$ cat src/verilog/cpu_bus_pkg.sv
// cpu bus package
// CPU-side address width, memory map boundaries, the bus target
// encoding and the phases of the acknowledge generator

`default_nettype none

package cpu_bus_pkg;

    // 68000 word address: A23..A1, byte lanes handled by the CPU
    localparam int CPU_AW = 23;

    // program ROM covers word 0 up to and including ROM_TOP (2 MB)
    localparam logic [CPU_AW-1:0] ROM_TOP = 23'h0F_FFFF;

    // local I/O sits at byte address 0x800000
    localparam logic [CPU_AW-1:0] IO_BASE = 23'h40_0000;

    // log2 of the I/O block size in words, 16 words decoded
    localparam int IO_AW = 4;

    // which target a bus cycle goes to
    typedef enum logic [1:0] {
        REGION_ROM  = 2'd0,    // SDRAM-backed program ROM
        REGION_IO   = 2'd1,    // local register block
        REGION_NONE = 2'd2     // open bus, reads back zero
    } region_t;

    // acknowledge generator phase within one CPU cycle
    //   PH_IDLE  as_n high, no cycle running
    //   PH_WAIT  strobe seen, counting wait states / waiting for SDRAM
    //   PH_ACK   dtack_n asserted, waiting for as_n to rise
    typedef enum logic [1:0] {
        PH_IDLE = 2'd0,
        PH_WAIT = 2'd1,
        PH_ACK  = 2'd2
    } wait_phase_t;

endpackage

`default_nettype wire

$ cat src/verilog/mem_pkg.sv
// memory port package
// widths of the shared SDRAM port and the request state encoding

`default_nettype none

package mem_pkg;

    // SDRAM word address, 1M words of program ROM
    localparam int MEM_AW = 20;

    // 16-bit data bus, same as the CPU
    localparam int MEM_DW = 16;

    // request tracking for one CPU ROM cycle
    typedef enum logic [1:0] {
        MP_IDLE = 2'd0,    // no ROM cycle, ready to latch a new one
        MP_REQ  = 2'd1,    // mem_req up, waiting on mem_ok
        MP_DONE = 2'd2     // word captured, hold until as_n rises
    } port_state_t;

endpackage

`default_nettype wire

$ cat src/verilog/bus_decoder.sv
// address decoder
// sorts the current CPU cycle into program ROM, local I/O or open bus
// and flags the slow I/O region for one extra wait state

`timescale 1ns/1ps
`default_nettype none

module bus_decoder (
    input  wire logic                         as_n,
    input  wire logic [cpu_bus_pkg::CPU_AW-1:0] addr,
    output cpu_bus_pkg::region_t              region,
    output logic                              rom_cs,
    output logic                              io_cs,
    output logic                              one_wait
);

    import cpu_bus_pkg::*;

    logic in_rom;   // address inside the ROM window
    logic in_io;    // address inside the I/O block

    assign in_rom = (addr <= ROM_TOP);
    assign in_io  = (addr[CPU_AW-1:IO_AW] == IO_BASE[CPU_AW-1:IO_AW]);

    always_comb begin
        region = REGION_NONE;       // nothing selected outside a cycle
        if (!as_n) begin
            if (in_rom) begin
                region = REGION_ROM;
            end else if (in_io) begin
                region = REGION_IO;
            end
        end
    end

    // selects only live while the address strobe is low
    assign rom_cs = (region == REGION_ROM);
    assign io_cs  = (region == REGION_IO);

    // peripheral chips on the I/O block need the extra wait
    assign one_wait = io_cs;

endmodule

`default_nettype wire

$ cat src/verilog/cpu_bus_top.sv
// CPU bus controller top level
// clock enables, address decode, DTACK generation, SDRAM port for the
// program ROM, local I/O registers and the read data mux

`timescale 1ns/1ps
`default_nettype none

module cpu_bus_top #(
    parameter int CEN_DIV = 4,
    parameter int CNT_W   = 4
) (
    input  wire logic                           clk,
    input  wire logic                           rst,
    // CPU side
    input  wire logic                           as_n,
    input  wire logic [cpu_bus_pkg::CPU_AW-1:0] addr,
    input  wire logic                           rw,
    input  wire logic [mem_pkg::MEM_DW-1:0]     wdata,
    output logic                                dtack_n,
    output logic [mem_pkg::MEM_DW-1:0]          rdata,
    // SDRAM side
    output logic                                mem_req,
    output logic [mem_pkg::MEM_AW-1:0]          mem_addr,
    input  wire logic                           mem_ok,
    input  wire logic [mem_pkg::MEM_DW-1:0]     mem_data
);

    import cpu_bus_pkg::*;
    import mem_pkg::*;

    logic        cen_cpu, cen_cpu_b;
    region_t     region;
    logic        rom_cs, io_cs, one_wait;
    logic        bus_busy, rom_ok;
    logic [MEM_DW-1:0] rom_data, io_data;

    cpu_cen #(.CEN_DIV(CEN_DIV)) u_cen (
        .clk(clk), .rst(rst), .cen_cpu(cen_cpu), .cen_cpu_b(cen_cpu_b)
    );

    bus_decoder u_dec (
        .as_n(as_n), .addr(addr), .region(region),
        .rom_cs(rom_cs), .io_cs(io_cs), .one_wait(one_wait)
    );

    dtack_gen #(.CNT_W(CNT_W)) u_dtack (
        .clk(clk), .rst(rst), .cen_cpu(cen_cpu), .cen_cpu_b(cen_cpu_b),
        .as_n(as_n), .one_wait(one_wait), .rom_cs(rom_cs),
        .bus_busy(bus_busy), .rom_ok(rom_ok), .dtack_n(dtack_n)
    );

    mem_port u_mem (
        .clk(clk), .rst(rst), .as_n(as_n), .rom_cs(rom_cs),
        .addr(addr[MEM_AW-1:0]), .mem_req(mem_req), .mem_addr(mem_addr),
        .mem_ok(mem_ok), .mem_data(mem_data), .rom_data(rom_data),
        .bus_busy(bus_busy), .rom_ok(rom_ok)
    );

    io_regs u_io (
        .clk(clk), .rst(rst), .io_cs(io_cs), .rw(rw), .dtack_n(dtack_n),
        .reg_sel(addr[2:0]), .wdata(wdata), .io_data(io_data)
    );

    always_comb begin
        case (region)
            REGION_ROM: rdata = rom_data;
            REGION_IO:  rdata = io_data;
            default:    rdata = '0;     // open bus reads zero
        endcase
    end

endmodule

`default_nettype wire

$ cat src/verilog/cpu_cen.sv
// CPU clock enable generator
// divides clk by CEN_DIV into two one-clk strobes half a CPU period
// apart: cen_cpu marks the rising CPU clock edge, cen_cpu_b the falling

`timescale 1ns/1ps
`default_nettype none

module cpu_cen #(
    parameter int CEN_DIV = 4       // clk cycles per CPU clock
) (
    input  wire logic clk,
    input  wire logic rst,
    output logic      cen_cpu,
    output logic      cen_cpu_b
);

    localparam int CW = (CEN_DIV > 2) ? $clog2(CEN_DIV) : 1;

    logic [CW-1:0] cnt;

    // free running modulo counter
    always_ff @(posedge clk or posedge rst) begin
        if (rst) begin
            cnt <= '0;
        end else if (cnt == CW'(CEN_DIV - 1)) begin
            cnt <= '0;                      // wrap
        end else begin
            cnt <= cnt + 1'b1;
        end
    end

    assign cen_cpu   = (cnt == '0);
    assign cen_cpu_b = (cnt == CW'(CEN_DIV / 2));   // half period later

    // both strobes in one clk would break the wait-state count
    a_cen_apart: assert property (@(posedge clk) disable iff (rst)
        !(cen_cpu && cen_cpu_b))
        else $error("cen_cpu and cen_cpu_b overlap");

endmodule

`default_nettype wire

$ cat src/verilog/dtack_gen.sv
// DTACK generator
// holds the acknowledge back for the standard bus wait states, one more
// on slow regions, and for as long as the SDRAM port is busy on ROM
// cycles. CPU clocks lost to SDRAM stalls are counted and won back by
// acknowledging later ROM cycles one wait state early.

`timescale 1ns/1ps
`default_nettype none

module dtack_gen #(
    parameter int CNT_W = 4         // stall compensation counter width
) (
    input  wire logic clk,
    input  wire logic rst,
    input  wire logic cen_cpu,
    input  wire logic cen_cpu_b,
    input  wire logic as_n,
    input  wire logic one_wait,
    input  wire logic rom_cs,
    input  wire logic bus_busy,
    input  wire logic rom_ok,       // SDRAM has answered at least once
    output logic      dtack_n
);

    import cpu_bus_pkg::*;

    wait_phase_t      phase;
    logic             as_n_l;       // as_n one clk back, for the edge
    logic             armed;        // cycle aligned to a CPU clock edge
    logic [2:0]       wait_sh;      // wait states, fills with ones
    logic [CNT_W-1:0] cnt;          // CPU clocks owed to the program
    logic             as_fall;
    logic             done;         // standard wait has passed
    logic             early;        // one wait short, allowed if owed
    logic             can_ack;
    logic             early_ack;

    assign as_fall   = !as_n && as_n_l;
    assign done      = wait_sh[2];
    assign early     = wait_sh[1] && (cnt != '0) && rom_ok;
    // ROM cycles also need the memory port to be free
    assign can_ack   = rom_cs ? (!bus_busy && (done || early)) : done;
    assign early_ack = rom_cs && !bus_busy && !done && early;

    assign dtack_n = (phase != PH_ACK);

    always_ff @(posedge clk or posedge rst) begin
        if (rst) begin
            phase   <= PH_IDLE;
            as_n_l  <= 1'b1;
            armed   <= 1'b0;
            wait_sh <= '0;
            cnt     <= '0;
        end else begin
            as_n_l <= as_n;
            if (as_n) begin
                phase <= PH_IDLE;               // releases dtack_n
                armed <= 1'b0;
            end else if (as_fall) begin
                phase   <= PH_WAIT;
                armed   <= 1'b0;
                wait_sh <= {2'b00, ~one_wait};  // slow region starts one back
            end else if (phase == PH_WAIT) begin
                if (cen_cpu) armed <= 1'b1;
                if (cen_cpu_b && armed) wait_sh <= {wait_sh[1:0], 1'b1};
                // wait is over but SDRAM still busy, one clock lost
                if (rom_cs && done && bus_busy && rom_ok && cen_cpu && (cnt != '1)) begin
                    cnt <= cnt + 1'b1;
                end
                if (can_ack) begin
                    phase <= PH_ACK;
                    if (early_ack) cnt <= cnt - 1'b1;   // one clock recovered
                end
            end
        end
    end

    // acknowledge released one clk after the strobe goes away
    a_ack_idle: assert property (@(posedge clk) disable iff (rst)
        $past(as_n) |-> dtack_n)
        else $error("dtack_n low with as_n high");

    // no ROM acknowledge while the memory port still holds the request
    a_ack_busy: assert property (@(posedge clk) disable iff (rst)
        ($fell(dtack_n) && $past(rom_cs)) |-> !$past(bus_busy))
        else $error("ROM cycle acknowledged while SDRAM busy");

    a_cnt_step: assert property (@(posedge clk) disable iff (rst)
        (cnt == $past(cnt))
        || ((cnt > $past(cnt)) && (cnt - $past(cnt) == 1))
        || ((cnt < $past(cnt)) && ($past(cnt) - cnt == 1)))
        else $error("stall count wrapped");

endmodule

`default_nettype wire

$ cat src/verilog/io_regs.sv
// local I/O register block
// eight 16-bit registers written by the CPU, read back combinationally

`timescale 1ns/1ps
`default_nettype none

module io_regs (
    input  wire logic                        clk,
    input  wire logic                        rst,
    input  wire logic                        io_cs,
    input  wire logic                        rw,        // high for read
    input  wire logic                        dtack_n,
    input  wire logic [2:0]                  reg_sel,
    input  wire logic [mem_pkg::MEM_DW-1:0]  wdata,
    output logic [mem_pkg::MEM_DW-1:0]       io_data
);

    import mem_pkg::*;

    logic [MEM_DW-1:0] regs [8];
    logic              dtack_l;     // dtack_n one clk back
    logic              wr_en;

    // one write per cycle, on the clk the acknowledge goes low
    assign wr_en = io_cs && !rw && !dtack_n && dtack_l;

    always_ff @(posedge clk or posedge rst) begin
        if (rst) begin
            dtack_l <= 1'b1;
            for (int i = 0; i < 8; i++) begin
                regs[i] <= '0;
            end
        end else begin
            dtack_l <= dtack_n;
            if (wr_en) regs[reg_sel] <= wdata;
        end
    end

    assign io_data = regs[reg_sel];     // block mirrors every 8 words

endmodule

`default_nettype wire

$ cat src/verilog/mem_port.sv
// SDRAM memory port
// turns a CPU ROM cycle into one request on the shared SDRAM port,
// flags busy to the DTACK logic and captures the returned word

`timescale 1ns/1ps
`default_nettype none

module mem_port (
    input  wire logic                        clk,
    input  wire logic                        rst,
    input  wire logic                        as_n,
    input  wire logic                        rom_cs,
    input  wire logic [mem_pkg::MEM_AW-1:0]  addr,
    output logic                             mem_req,
    output logic [mem_pkg::MEM_AW-1:0]       mem_addr,
    input  wire logic                        mem_ok,
    input  wire logic [mem_pkg::MEM_DW-1:0]  mem_data,
    output logic [mem_pkg::MEM_DW-1:0]       rom_data,
    output logic                             bus_busy,
    output logic                             rom_ok
);

    import mem_pkg::*;

    port_state_t state;

    always_ff @(posedge clk or posedge rst) begin
        if (rst) begin
            state  <= MP_IDLE;
            rom_ok <= 1'b0;
        end else begin
            if (mem_ok) rom_ok <= 1'b1;         // sticky once SDRAM is up
            case (state)
                MP_IDLE: begin
                    if (!as_n && rom_cs) state <= MP_REQ;
                end
                MP_REQ: begin
                    if (mem_ok) state <= MP_DONE;
                end
                MP_DONE: begin
                    if (as_n) state <= MP_IDLE; // one request per cycle
                end
                default: state <= MP_IDLE;
            endcase
        end
    end

    // address and data words
    always_ff @(posedge clk) begin
        if (state == MP_IDLE && !as_n && rom_cs) begin
            mem_addr <= addr;                   // held for the whole request
        end
        if (state == MP_REQ && mem_ok) begin
            rom_data <= mem_data;
        end
    end

    assign mem_req  = (state == MP_REQ);
    assign bus_busy = (state == MP_REQ);        // drops the clk after mem_ok

    // the SDRAM side must only answer an open request
    a_ok_req: assert property (@(posedge clk) disable iff (rst)
        mem_ok |-> mem_req)
        else $error("mem_ok without mem_req");

endmodule

`default_nettype wire
$ cat config.mk
export PLATFORM = sky130hd
export DESIGN_NAME = cpu_bus_top
export DESIGN_NICKNAME = d
export VERILOG_FILES = /design/src/verilog/cpu_bus_pkg.sv /design/src/verilog/mem_pkg.sv /design/src/verilog/bus_decoder.sv /design/src/verilog/cpu_bus_top.sv /design/src/verilog/cpu_cen.sv /design/src/verilog/dtack_gen.sv /design/src/verilog/io_regs.sv /design/src/verilog/mem_port.sv
export SDC_FILE = /design/constraint.sdc
export NUM_CORES = 1
export LEC_CHECK = 0
export ABC_AREA = 1
export BUFFER_PORTS_ARGS = -buffer_cell sky130_fd_sc_hd__buf_2
export CAP_MARGIN = 20
export CORE_UTILIZATION = 23
export CTS_CLUSTER_SIZE = 28
export DETAILED_ROUTE_END_ITERATION = 8
export PLACE_DENSITY = 0.38
export SYNTH_ARGS = -nofsm -noshare
export SYNTH_HDL_FRONTEND = slang
export SYNTH_HIERARCHICAL = 1
export SYNTH_SLANG_ARGS = --single-unit
export TNS_END_PERCENT = 100
$ cat constraint.sdc
create_clock -name clk -period 3.96 [get_ports clk]
set_clock_uncertainty 0.1 [all_clocks]
set_input_delay 0.396 -clock clk [delete_from_list [all_inputs] [get_ports clk]]
set_output_delay 0.396 -clock clk [all_outputs]
set_load 0.05 [all_outputs]
# ---- After elaboration in Yosys (flattened, before gate mapping)
# Cells that the tools add are included.
# Widths: inputs -> output; s select.
dict set report totals {
  ff_bits 181
  inputBits 60
  output_inout_bits 38
  elab_cells 112
}
dict set report classes {
  addsub 3
  order_cmp 3
  eq_ne 12
  mux 30
  bitwise_logic 4
  reduce_logical 41
}
# cell count
set ops {}
lappend ops {{$bwmux 128} 1}
lappend ops {{$bmux 16 s3} 1}
lappend ops {{$demux 16 s3} 1}
lappend ops {{$mux 16} 3}
lappend ops {{$pmux 16 s2} 1}
lappend ops {{$le 23x20->1 const B} 1}
lappend ops {{$mux 2} 11}
lappend ops {{$logic_and 1x1->1} 21}
lappend ops {{$eq 19x19->1 const B} 1}
lappend ops {{$mux 4} 3}
lappend ops {{$mux 3} 3}
lappend ops {{$reduce_and 3->1} 3}
lappend ops {{$reduce_bool 3->1} 3}
lappend ops {{$eq 2x1->1 const B} 3}
lappend ops {{$eq 2x2->1 const B} 3}
lappend ops {{$logic_not 2->1} 3}
lappend ops {{$ne 2x2->1 const B} 3}
lappend ops {{$pmux 2 s3} 1}
lappend ops {{$logic_not 1->1} 5}
lappend ops {{$mux 1} 5}
lappend ops {{$add 4x1->4 const B} 1}
lappend ops {{$ge 4x4->1 const B} 1}
lappend ops {{$lt 4x1->1 const B} 1}
lappend ops {{$ne 4x4->1 const B} 1}
lappend ops {{9 further kinds} 13}

# ---- Logic depth before layout (Yosys ltp)
# Gate-level depths: netlist of run 1.
dict set report depth {
  depth_word 13
  depth_mapped 12
  mapped_depth_nobuf 11
}

# ---- Modules after synthesis
# Netlist of run 1, hierarchy kept.
# module instances cells_each area_per_inst_um2
set modules_own_cells {}
lappend modules_own_cells {io_regs 1 975 6670.1}
lappend modules_own_cells {mem_port 1 58 1237.4}
lappend modules_own_cells {dtack_gen 1 110 768.2}
lappend modules_own_cells {cpu_bus_top 1 54 257.7}
lappend modules_own_cells {bus_decoder 1 27 122.6}
lappend modules_own_cells {cpu_cen 1 9 102.6}

# ---- Worst setup path before layout of run 1
# OpenSTA, ideal clock, no wires.
dict set report synth_timing {
  kind {input-to-output}
  startpoint {input port addr[0] in the netlist's numbering}
  endpoint {output port rdata[10] in the netlist's numbering}
  t_arrival_ns 1.857
  path_slack_ns 1.607
  path_stages 12
  n_path_buf 3
  cell_sequence {buf_2 -> clkinv_1 -> clkbuf_1 -> buf_2 -> nand2_1 -> nand2_1 -> nand2_1 -> nand2_1 -> nand2_1 -> nand2_1 -> nand3_1 -> nand2_1}
}
dict set report synth_via {
  elab_chain_cells 5
  elab_cells_between_ends 10
  classes_between {1 x order compare; 1 x eq/ne; 6 x mux; 1 x bitwise; 1 x reduce/logical}
}
# element line
set synth_rtl {}
lappend synth_rtl {{start, declared} cpu_bus_top.sv:16} ;# input wire logic [cpu_bus_pkg::CPU_AW-1:0] addr,
lappend synth_rtl {{$not 3->4 (implied by the code)} io_regs.sv:39} ;# assign io_data = regs[reg_sel];
lappend synth_rtl {{$bmux 16 s3} io_regs.sv:39}
lappend synth_rtl {{$mux 16 (implied by the code) (2 in series)} io_regs.sv:39}
lappend synth_rtl {{net io_data[10]} cpu_bus_top.sv:35} ;# logic [MEM_DW-1:0] rom_data, io_data;
lappend synth_rtl {{$pmux 16 s2} cpu_bus_top.sv:65} ;# case (region)
lappend synth_rtl {{end, declared} cpu_bus_top.sv:20} ;# output logic [mem_pkg::MEM_DW-1:0] rdata,
# The timed path passes the listed nets, and every way through them passes these cells. The select of a mux whose other input is x is not followed.

# ---- Final worst setup path of run 1
dict set report layout_timing {
  startpoint {input port as_n}
  endpoint {output port rdata[8] in the netlist's numbering}
}
dict set report layout_via {
  elab_chain_cells 3
  elab_cells_between_ends 4
  classes_between {1 x eq/ne; 2 x mux; 1 x reduce/logical}
}
# element line
set layout_rtl {}
lappend layout_rtl {{start, declared} cpu_bus_top.sv:15} ;# input wire logic as_n,
lappend layout_rtl {{$mux 2 *} bus_decoder.sv:27} ;# if (!as_n) begin
lappend layout_rtl {{net region[0]} cpu_bus_top.sv:32} ;# region_t region;
lappend layout_rtl {{$eq 2x1->1 or $logic_not 2->1 (tied branches)} cpu_bus_top.sv:65}
lappend layout_rtl {{$pmux 16 s2 *} cpu_bus_top.sv:65}
# Mark *: on every way through the listed nets, which the timed path passes. The rest lies on a longest branch.

==> results of run 1 <==
==> metal layers <==
| layer | vias to the layer above | GRT usage [%] | wire (um) |
|---|---|---|---|
| met5 | - | 0 | 0 |
| met4 | 0 | 6.034 | 684 |
| met3 | 31 | 2.203 | 857 |
| met2 | 124 | 26.50 | 15100 |
| met1 | 3767 | 20.49 | 13960 |
| li1 | 3960 | - | - |
==> cell families after synthesis <==
group,Yosys count,synth area share (%)
compound gates,7,0.4235
buf+inv,192,8.661
flops,181,51.45
xor+xnor,1,0.09565
simple gates,847,38.69
fa+ha+maj,5,0.6831
==> final cells by class <==
class                   instances  share of cell area, %
repair buffers                144                  8.466
diodes                          1                0.02288
well taps                     518                  5.926
flip-flops and latches        181                  43.08
clock buffers                  19                  3.958
inverters                     117                  4.061
clock inverters                13                  1.018
multi-input cells             860                  33.46
==> path summary, 6_finish.rpt <==
kind / from / endpoint / slack, ns
max: as_n / rdata[8] / 0.89
min: addr[8] / u_mem/mem_addr[8]$_DFFE_PP_ / 0.03
max reg2reg: u_dtack/phase[0]$_DFFE_PP0P_ / u_io/regs[34]$_DFFE_PP0P_ / 1.51
min reg2reg: u_cen/cnt[0]$_DFF_PP0_ / u_cen/cnt[0]$_DFF_PP0_ / 0.35
max in group asynchronous: rst / u_io/regs[57]$_DFFE_PP0P_ / 2.35
min in group asynchronous: rst / u_cen/cnt[1]$_DFF_PP0_ / 0.33
==> registers in the layout (all words and copies together) (netlist names), 2 cells and up <==
signal	flops
u_cen/cnt	2
u_dtack/cnt	4
u_dtack/phase	2
u_dtack/wait_sh	3
u_io/regs	128
u_mem/mem_addr	20
u_mem/rom_data	16
u_mem/state	2
==> placed cells by master (no fill, tap or decap), types with 2 or more instances in the layout <==
cell / n
nand2_1: 597
nand3_1: 189
dfrtp_1: 143
inv_1: 110
buf_2: 97
edfxtp_1: 36
nor2_1: 31
buf_4: 24
dlygate4sd3_1: 20
clkbuf_16: 17
nor2_2: 11
nand2_2: 5
inv_2: 5
ha_1: 5
clkinv_4: 4
clkinvlp_4: 3
clkinvlp_2: 3
buf_12: 3
nand3_2: 3
o21ai_0: 3
nor2_4: 2
clkinv_1: 2
clkbuf_1: 2
nand3_4: 2
nand4_1: 2
a21oi_1: 2
dfstp_2: 2
==> what timing repair did <==
action	in CTS	in global routing
hold endpoints to repair	34	0
gates resized for setup	0	0
buffers inserted	0	0
hold buffers	20	0
==> report_power, final <==
| group | total, mW | switching [mW] | internal [mW] |
|---|---|---|---|
| clock | 1.64 | 0.782 | 0.860 |
| combinational | 0.325 | 0.234 | 0.0910 |
| sequential | 1.93 | 0.0178 | 1.92 |
| total | 3.90 | 1.03 | 2.87 |
==> worst max-delay path, stage by stage <==
cell and delay [ns]:
dlygate4sd3_1 0.52, buf_2 0.19, nor2_1 0.05, and2_1 0.16, nand3_2 0.09, inv_1 0.24, nor2_4 0.46, nand2_1 0.09
nand2_1 0.08, buf_2 0.27
==> cells in the mapped netlist (3+ instances only) <==
| cell | number | area share, % |
|---|---|---|
| nor2_2 | 11 | 0.75 |
| buf_1 | 3 | 0.12 |
| nand3_1 | 189 | 10 |
| buf_2 | 25 | 1.4 |
| nor2_1 | 31 | 1.3 |
| inv_1 | 111 | 4.5 |
| o21ai_0 | 3 | 0.16 |
| clkbuf_2 | 12 | 0.66 |
| inv_2 | 4 | 0.16 |
| nand2_1 | 597 | 24 |
| nand2_2 | 5 | 0.34 |
| nand3_2 | 3 | 0.33 |
| clkbuf_1 | 30 | 1.2 |
| dfrtp_1 | 143 | 39 |
| ha_1 | 5 | 0.68 |
| edfxtp_1 | 36 | 12 |
| buf_4 | 3 | 0.25 |
==> reports/metrics.cfg, run 1 <==
[floorplan]
rows = 72
die_area_mm2 = 0.04062
ios = 98
die_w_um = 201.6
die_h_um = 201.6
initial_core_util_pct = 23.53
core_mm2 = 0.03892

[critical_path]
arrival_ns = 2.58
start_kind = input port
worstPathRequired_ns = 3.46
cp-end-kind = output port
crit_type = in2out
critPathMaxFanout = 17
rr_worst_depth = 8

[cts]
cts_root_buf = clkbuf_16
clk_pin_slew_worst_paths_ns = 0.07
cts_num_sinks = 181
cts_inserted_buffers = 17
h-tree-depth = 4
tritoncts = yes
clock_latency_ns = 0.45
cts.path.max_buffers = 2

[pwr]
p_per_area_mw_per_mm2 = 356.7
max-vdd-ir-drop_v = 0.0002321
power_leakage_nw = 5.809
power_mw = 3.901

[routing]
routed-via-count = 7882
first_iter_violations = 519
wirelength_um = 30600
detail_route.wl_per_cell_um = 16.51
drt-pass1-iter-count = 5
ant_nets = 0
drcViolationCount = 0
via_per_inst = 4.254

[grt]
first_global_vias = 7949
antenna_found_initial = 1
grt_pass1_wl_um = 48330
grt_max_degree = 78
grtUsageTotal_pct = 15.79
grt_overflow_total = 0

[yosys]
ys.flop_type = dfrtp_1
synth-async-reset-ratio_pct = 80.11
ys_types = 32
postSynthNetCount = 1298
seq_area_frac_synth_pct = 51.45
synth_seq_cells = 181
syn_inst = 1233
yosys_warnings = 6
syn_area_mm2 = 0.009159
synth_edf_count = 36
avgSynthCellArea_um2 = 7.428

[placed_design]
pre_cts_slack_ns = 1.089
hpwl_um = 19890
dp.cells = 1800
portBuffers = 97
place_area_mm2 = 0.01019
gp_routability_congestion = 0.7733

[sta]
grt_setup_unrepaired = no
min_period_over_period_pct = 77.59
post-route-min-period_ns = 3.073
slew_violations = 0
tns_ns = 0
worst_pin_slew_ns = 0.9631
clock.fmax_mhz = 325.4
hold_viol = 0
setup_violations = 0
setup_slack_ns = 0.8873
max-slew-margin-rel_pct = 35.73
whs_ns = 0.02603

[layout]
final_cell_area_mm2 = 0.01094
final_util_pct = 28.10
fin_nets = 1386
area_growth_syn_to_layout_pct = 19.41
finalNonFillerCells = 1853
nFillCells = 4307
multi_input_area_mm2 = 0.003660
drive_gt1_share_pct = 14.02
regArea_mm2 = 0.004712

[status]
status = finished clean

[flow_run]
cap_violations = 0

[worst_hold_path]
hold_depth = 1
hp-class = in2reg

No activity file was read; power rests on OpenSTA's default activity.
==> inputs of run 2 (changes only) <==
--- a/config.mk
+++ b/config.mk
@@ -5,13 +5,13 @@
 export SDC_FILE = /design/constraint.sdc
 export NUM_CORES = 1
 export LEC_CHECK = 0
-export ABC_AREA = 1
+export ABC_AREA = 0
 export BUFFER_PORTS_ARGS = -buffer_cell sky130_fd_sc_hd__buf_2
 export CAP_MARGIN = 20
 export CORE_UTILIZATION = 23
 export CTS_CLUSTER_SIZE = 28
 export DETAILED_ROUTE_END_ITERATION = 8
-export PLACE_DENSITY = 0.38
+export PLACE_DENSITY = 0.39
 export SYNTH_ARGS = -nofsm -noshare
 export SYNTH_HDL_FRONTEND = slang
 export SYNTH_HIERARCHICAL = 1
==> constraint.sdc (replaced) <==
create_clock -name clk -period 2.5 [get_ports clk]
set_clock_uncertainty 0.1 [all_clocks]
set_input_delay 0.25 -clock clk [delete_from_list [all_inputs] [get_ports clk]]
set_output_delay 0.25 -clock clk [all_outputs]
set_load 0.05 [all_outputs]
==> reports/metrics.cfg, run 2 <==
[placed_design]
pre_cts_slack_ns = 0.02780  ; -1.062 ns
place_area_mm2 = 0.009527  ; -6.5%
hpwl_um = 15630  ; -21%
gp_routability_congestion = 0.7506  ; -2.9%
portBuffers = 97  ; unchanged
dp.cells = 1163  ; -35%

[pwr]
power_leakage_nw = 4.901  ; -16%
p_per_area_mw_per_mm2 = 594.7  ; +67%
max-vdd-ir-drop_v = 0.0004849  ; +110%

[sta]
max-slew-margin-rel_pct = 59.79  ; +24 points
clock.fmax_mhz = 408.6
slew_violations = 0  ; unchanged
post-route-min-period_ns = 2.447
min_period_over_period_pct = 97.89
setup_violations = 0  ; unchanged
whs_ns = 0.05451  ; +0.02847 ns
worst_pin_slew_ns = 0.5879  ; -0.3751 ns
hold_viol = 0  ; unchanged
setup_slack_ns = 0.05277  ; -0.8345 ns

[layout]
layout_common_cells = 143 x dfrtp_1, 125 x mux2_2, 96 x buf_2
largest_reg_flops = 128  ; unchanged
final_util_pct = 30.42  ; +2.3 points
finalNonFillerCells = 1236  ; -33%
final_cell_area_mm2 = 0.01059  ; -3.2%
regMostFlops = u_io/regs
area_growth_syn_to_layout_pct = 28.94
fin_nets = 832  ; -40%
top_regs = u_io/regs (128), u_mem/mem_addr (20), u_mem/rom_data (16)
drive_gt1_share_pct = 41.79  ; +28 points
final_common_cell = dfrtp_1

[yosys]
synth_top_area_share_pct = 43.59  ; +4.5 points
syn_inst = 599  ; -51%
synth_edf_count = 36  ; unchanged
yosys-top-cells-count = 143 x dfrtp_1, 125 x mux2_2, 64 x mux2i_1
synth_top_area_cell = dfrtp_1
syn_area_mm2 = 0.008209  ; -10%
synth_area_leaders = dfrtp_1 44%, mux2_2 17%, edfxtp_1 13%
yosys_warnings = 6  ; unchanged
seq_area_frac_synth_pct = 57.40  ; +6.0 points
yosysMostFrequentCell = dfrtp_1
ys_types = 61  ; +91%
ys.flop_type = dfrtp_1
postSynthNetCount = 664  ; -49%
avgSynthCellArea_um2 = 13.70  ; +84%
synth-async-reset-ratio_pct = 80.11  ; unchanged
synth_seq_cells = 181  ; unchanged

[cts]
clk_pin_slew_worst_paths_ns = 0.07  ; about the same
h-tree-depth = 4  ; unchanged
cts_num_sinks = 181  ; unchanged
clock_latency_ns = 0.44  ; about the same
cts.path.max_buffers = 2  ; unchanged
tritoncts = yes
cts_inserted_buffers = 17  ; unchanged
cts_root_buf = clkbuf_16

[critical_path]
cp_top_family = buffers and inverters
rr_worst_depth = 7  ; -1
slowest_stage = dlygate4sd3_1
critPathMaxFanout = 8  ; -9
start_kind = input port
cpPeakStageDelay_ns = 0.54  ; +0.02 ns
crit_type = in2out
worstPathRequired_ns = 2.15  ; -1.31 ns
cp-end-kind = output port
worst-path-stages = 9  ; -1
path_buf_inv = 4  ; unchanged
cp_cell_sequence = dlygate4sd3_1, buf_2, nor2_1, nand3_2, nor2_4, clkbuf_16, mux2i_1, nor2_1, buf_2
arrival_ns = 2.10  ; -0.48 ns

[routing]
wirelength_um = 22430  ; -27%
routed-via-count = 5469  ; -31%
drcViolationCount = 0  ; unchanged
via_per_inst = 4.425  ; +4.0%
first_iter_violations = 216  ; -58%
ant_nets = 0  ; unchanged
detail_route.wl_per_cell_um = 18.15  ; +9.9%
drt-pass1-iter-count = 4  ; -1

[floorplan]
core_mm2 = 0.03480  ; -11%
die_area_mm2 = 0.03645  ; -10%
die_h_um = 190.9  ; -5.3%
rows = 68  ; -5.6%
ios = 98  ; unchanged
die_w_um = 190.9  ; -5.3%
initial_core_util_pct = 23.59  ; +0.057 points

[grt]
antenna_found_initial = 1  ; unchanged
first_global_vias = 5863  ; -26%
grtUsageTotal_pct = 12.70  ; -3.1 points
grt_overflow_total = 0  ; unchanged
grt_max_degree = 46  ; -41%
grt_pass1_wl_um = 34330  ; -29%

[worst_hold_path]
hp-class = in2reg
hold_depth = 2  ; +1

[status]
status = finished clean

[flow_run]
cap_violations = 0  ; unchanged

run 2: changes by cell type after synthesis, sizes merged, moves of 5 or more:
cell / change
inv: -101
nand2: -593
nand3: -189
a21oi: +28
mux2i: +64
mux2: +128
o22ai: +16
o21ai: +14
clkbuf: -39
buf: -5
run 2: metrics by stage:
stage          total power [mW]  setup TNS (ns)
3_5_place_dp              3.478               0
2_1_floorplan             3.289               0
5_1_grt                   6.562       -0.003184
6_report                  6.295               0
4_1_cts                   6.402               0
3_3_place_gp              3.465               0
run 2: logic make-up after synthesis:
logic type,Yosys count,share of synthesized area [%]
buffers and inverters,45,3.231
muxes,192,25.36
DFF,181,57.40
xor gates and xnor gates,1,0.1067
adders and majority gates,5,0.7621
AOI/OAI and AO/OA,80,5.807
and+or+nand+nor,95,7.331
run 2: metal layers:
metal | share of wire, % | track usage [%] | up-vias | wire length (um)
met4 | 1.0 | 3.877 | 0 | 232
met5 | 0 | 0 | - | 0
li1 | - | - | 2532 | -
met3 | 2.6 | 2.552 | 15 | 587
met1 | 46 | 16.13 | 2840 | 10400
met2 | 50 | 21.57 | 82 | 11210
run 2: cell type report:
cell class              count  area, um^2
well taps                 455       569.3
flip-flops and latches    181        4712
multi-input cells         373        3253
fillers                  3519       24210
clock inverters             9       111.4
diodes                      1       2.502
clock buffers              23       511.7
repair buffers            180        1369
inverters                  14       56.30
run 2: worst paths after layout:
| check | startpoint | to | slack [ns] |
|---|---|---|---|
| worst max-delay path | addr[5] | rdata[7] | 0.05 |
| worst min-delay path | wdata[5] | u_io/regs[101]$_DFFE_PP0P_ | 0.05 |
| worst max register to register | u_dtack/phase[0]$_DFFE_PP0P_ | u_io/regs[29]$_DFFE_PP0P_ | 0.40 |
| worst min register to register | u_cen/cnt[0]$_DFF_PP0_ | u_cen/cnt[0]$_DFF_PP0_ | 0.35 |
| max in group asynchronous | rst | u_io/regs[106]$_DFFE_PP0P_ | 1.13 |
| min in group asynchronous | rst | u_cen/cnt[0]$_DFF_PP0_ | 0.19 |
run 2: what timing repair did:
action	4_1_cts	5_1_grt
hold endpoints to repair	70	0
hold buffers	36	0
setup endpoints to repair	0	28
resized for setup	0	3
buffers inserted	0	3
run 2: power by group:
| group | switching [mW] | leakage, nW | total (mW) | internal (mW) |
|---|---|---|---|---|
| logic | 0.255 | 2.28 | 0.410 | 0.155 |
| registers | 0.0174 | 2.32 | 3.05 | 3.03 |
| clock network | 1.18 | 0.300 | 2.84 | 1.66 |
==> inputs of run 3 (changes only) <==
--- a/config.mk
+++ b/config.mk
@@ -9,6 +9,7 @@
 export BUFFER_PORTS_ARGS = -buffer_cell sky130_fd_sc_hd__buf_2
 export CAP_MARGIN = 20
 export CORE_UTILIZATION = 23
+export CTS_BUF_LIST = sky130_fd_sc_hd__clkbuf_16
 export CTS_CLUSTER_SIZE = 28
 export DETAILED_ROUTE_END_ITERATION = 8
 export PLACE_DENSITY = 0.39
==> reports/metrics.cfg, run 3 (synthesis gave the netlist of run 2 again) <==
[status]
status = finished clean

[critical_path]
worstPathRequired_ns = 2.15  ; about the same
cp-end-kind = output port
critPathMaxFanout = 8  ; unchanged
crit_type = in2out
worstReg2RegStart = u_dtack/phase[0]$_DFFE_PP0P_
rr_worst_depth = 7  ; unchanged
arrival_ns = 2.08  ; -0.02 ns
r2r-end = u_io/regs[18]$_DFFE_PP0P_
r2r_setup_slack_ns = 0.41  ; about the same
start_kind = input port

[layout]
top_regs = u_io/regs (128), u_mem/mem_addr (20), u_mem/rom_data (16)
area_growth_syn_to_layout_pct = 28.68
fin_nets = 832  ; unchanged
regMostFlops = u_io/regs
nFillCells = 3522  ; +0.085%
final_common_cell = dfrtp_1
regArea_mm2 = 0.004712  ; unchanged
largest_reg_flops = 128  ; unchanged
drive_gt1_share_pct = 41.54  ; -0.26 points
layout_common_cells = 143 x dfrtp_1, 125 x mux2_2, 96 x buf_2
multi_input_area_mm2 = 0.003253  ; unchanged
final_cell_area_mm2 = 0.01056  ; -0.20%

[floorplan]
ios = 98  ; unchanged
die_h_um = 190.9  ; unchanged
core_mm2 = 0.03480  ; unchanged
die_area_mm2 = 0.03645  ; unchanged
die_w_um = 190.9  ; unchanged
rows = 68  ; unchanged
initial_core_util_pct = 23.59  ; unchanged

[grt]
first_global_vias = 5862  ; -0.017%
grt_max_degree = 46  ; unchanged
grt_overflow_total = 0  ; unchanged
grt_pass1_wl_um = 34310  ; about the same
grtUsageTotal_pct = 12.69  ; about the same
antenna_found_initial = 1  ; unchanged

[cts]
cts_inserted_buffers = 17  ; unchanged
cts_root_buf = clkbuf_16
h-tree-depth = 4  ; unchanged
clock_latency_ns = 0.44  ; about the same
cts_num_sinks = 181  ; unchanged
clk_pin_slew_worst_paths_ns = 0.07  ; about the same
cts.path.max_buffers = 2  ; unchanged
tritoncts = yes

[sta]
setup_violations = 0  ; unchanged
min_period_over_period_pct = 97.31  ; -0.58 points
clock.fmax_mhz = 411.1  ; +0.60%
tns_ns = 0  ; unchanged
post-route-min-period_ns = 2.433  ; -0.01458 ns
setup_slack_ns = 0.06734  ; +0.01458 ns
worst_pin_slew_ns = 0.5854  ; -0.002570 ns
hold_viol = 0  ; unchanged
slew_violations = 0  ; unchanged
max-slew-margin-rel_pct = 59.97  ; +0.18 points

[pwr]
p_per_area_mw_per_mm2 = 589.2  ; -0.93%
power_leakage_nw = 4.898  ; about the same
p_int_mw = 4.770  ; -1.5%
comb_power_share_pct = 6.6  ; about the same
max-vdd-ir-drop_v = 0.0004904  ; +1.1%
power_frac_seq_pct = 49.0  ; +0.6 points
p_sw_share_pct = 23.36  ; +0.30 points
clockPowerShare_pct = 44.4  ; -0.7 points
power_switching_mw = 1.454  ; +0.16%

[placed_design]
hpwl_um = 15630  ; unchanged
gp_routability_congestion = 0.7506  ; unchanged
place_area_mm2 = 0.009527  ; unchanged
pre_cts_slack_ns = 0.02780  ; unchanged
portBuffers = 97  ; unchanged

[routing]
via_per_inst = 4.396  ; -0.66%
first_iter_violations = 228  ; +5.6%
wirelength_um = 22440  ; about the same
ant_nets = 0  ; unchanged
drcViolationCount = 0  ; unchanged
detail_route.wl_per_cell_um = 18.16  ; about the same
routed-via-count = 5433  ; -0.66%
drt-pass1-iter-count = 5  ; +1

[worst_hold_path]
hold_start = wdata[6]
hold_depth = 2  ; unchanged
min_to = u_io/regs[118]$_DFFE_PP0P_
hp-class = in2reg

[flow_run]
cap_violations = 0  ; unchanged

-- run 3: cell types whose count changed in the layout (fill, tap and decap cells not counted) --
cell	previous run	this run
clkinv_1	0	1
inv_2	1	2
clkbuf_2	1	0
inv_1	12	14
clkbuf_8	2	0
clkbuf_1	1	0
-- run 3: critical path, cell delays in order --
cell and delay (ns):
dlygate4sd3_1 0.54, buf_2 0.13, nor2_1 0.12, nand3_2 0.14
nor2_4 0.20, clkbuf_16 0.22, mux2i_1 0.21, nor2_1 0.05
buf_2 0.21
-- run 3: per-layer routing --
| metal | GRT usage, % | part of all wire, % | vias up |
|---|---|---|---|
| met1 | 16.02 | 47 | 2816 |
| met3 | 2.387 | 2.3 | 16 |
| met5 | 0 | 0 | - |
| li1 | - | - | 2532 |
| met2 | 21.67 | 50 | 69 |
| met4 | 4.154 | 1.1 | 0 |
-- run 3: final cells by class --
type	count	area share, %
multi-input cells	373	30.79
diodes	1	0.02369
well taps	455	5.389
clock buffers	19	4.501
repair buffers	180	12.96
flip-flops and latches	181	44.60
inverters	14	0.5330
clock inverters	13	1.196
-- run 3: power by group through the flow --
stage	Clock, mW	Combinational [mW]	Sequential (mW)
6_report	2.77	0.410	3.05
3_5_place_dp	0	0.372	3.11
2_1_floorplan	0	0.175	3.11
5_1_grt	2.98	0.452	3.05
4_1_cts	2.86	0.417	3.05
3_3_place_gp	0	0.361	3.10
-- run 3: how the worst max path moves through the flow --
| stage | endpoint | start | slack (ns) | cells after the start |
|---|---|---|---|---|
| 2_1_floorplan | u_mem/mem_addr[0]$_DFFE_PP_ | addr[21] | 0.05 | 2 |
| 3_3_place_gp | u_io/regs[1]$_DFFE_PP0P_ | addr[6] | 0.09 | 9 |
| 3_5_place_dp | u_io/regs[2]$_DFFE_PP0P_ | addr[16] | 0.03 | 9 |
| 4_1_cts | rdata[4] | addr[5] | 0.06 | 9 |
| 5_1_grt | rdata[2] | addr[5] | -0.002 | 9 |
| 6_report | rdata[7] | addr[5] | 0.07 | 9 |
-- run 3: what timing repair did --
| item | 4_1_cts | 5_1_grt |
|---|---|---|
| buffers inserted | 0 | 3 |
| gates resized for setup | 0 | 3 |
| setup endpoints to repair | 0 | 29 |
| endpoints found under the hold margin | 70 | 0 |
| hold buffers | 36 | 0 |
-- run 3: stage by stage --
| stage | util, % | hold WS [ns] | instances | total power, mW |
|---|---|---|---|---|
| CTS | 30.14 | 0.02923 | 1231 | 6.328 |
| finish | 30.36 | 0.05331 | 1236 | 6.224 |
| floorplan | - | -0.1088 | 599 | 3.289 |
| global route | 30.36 | 0.03780 | 1236 | 6.483 |
| detailed placement | 27.38 | 0.09359 | 1163 | 3.478 |
| global placement | 27.38 | 0.09130 | 1163 | 3.465 |
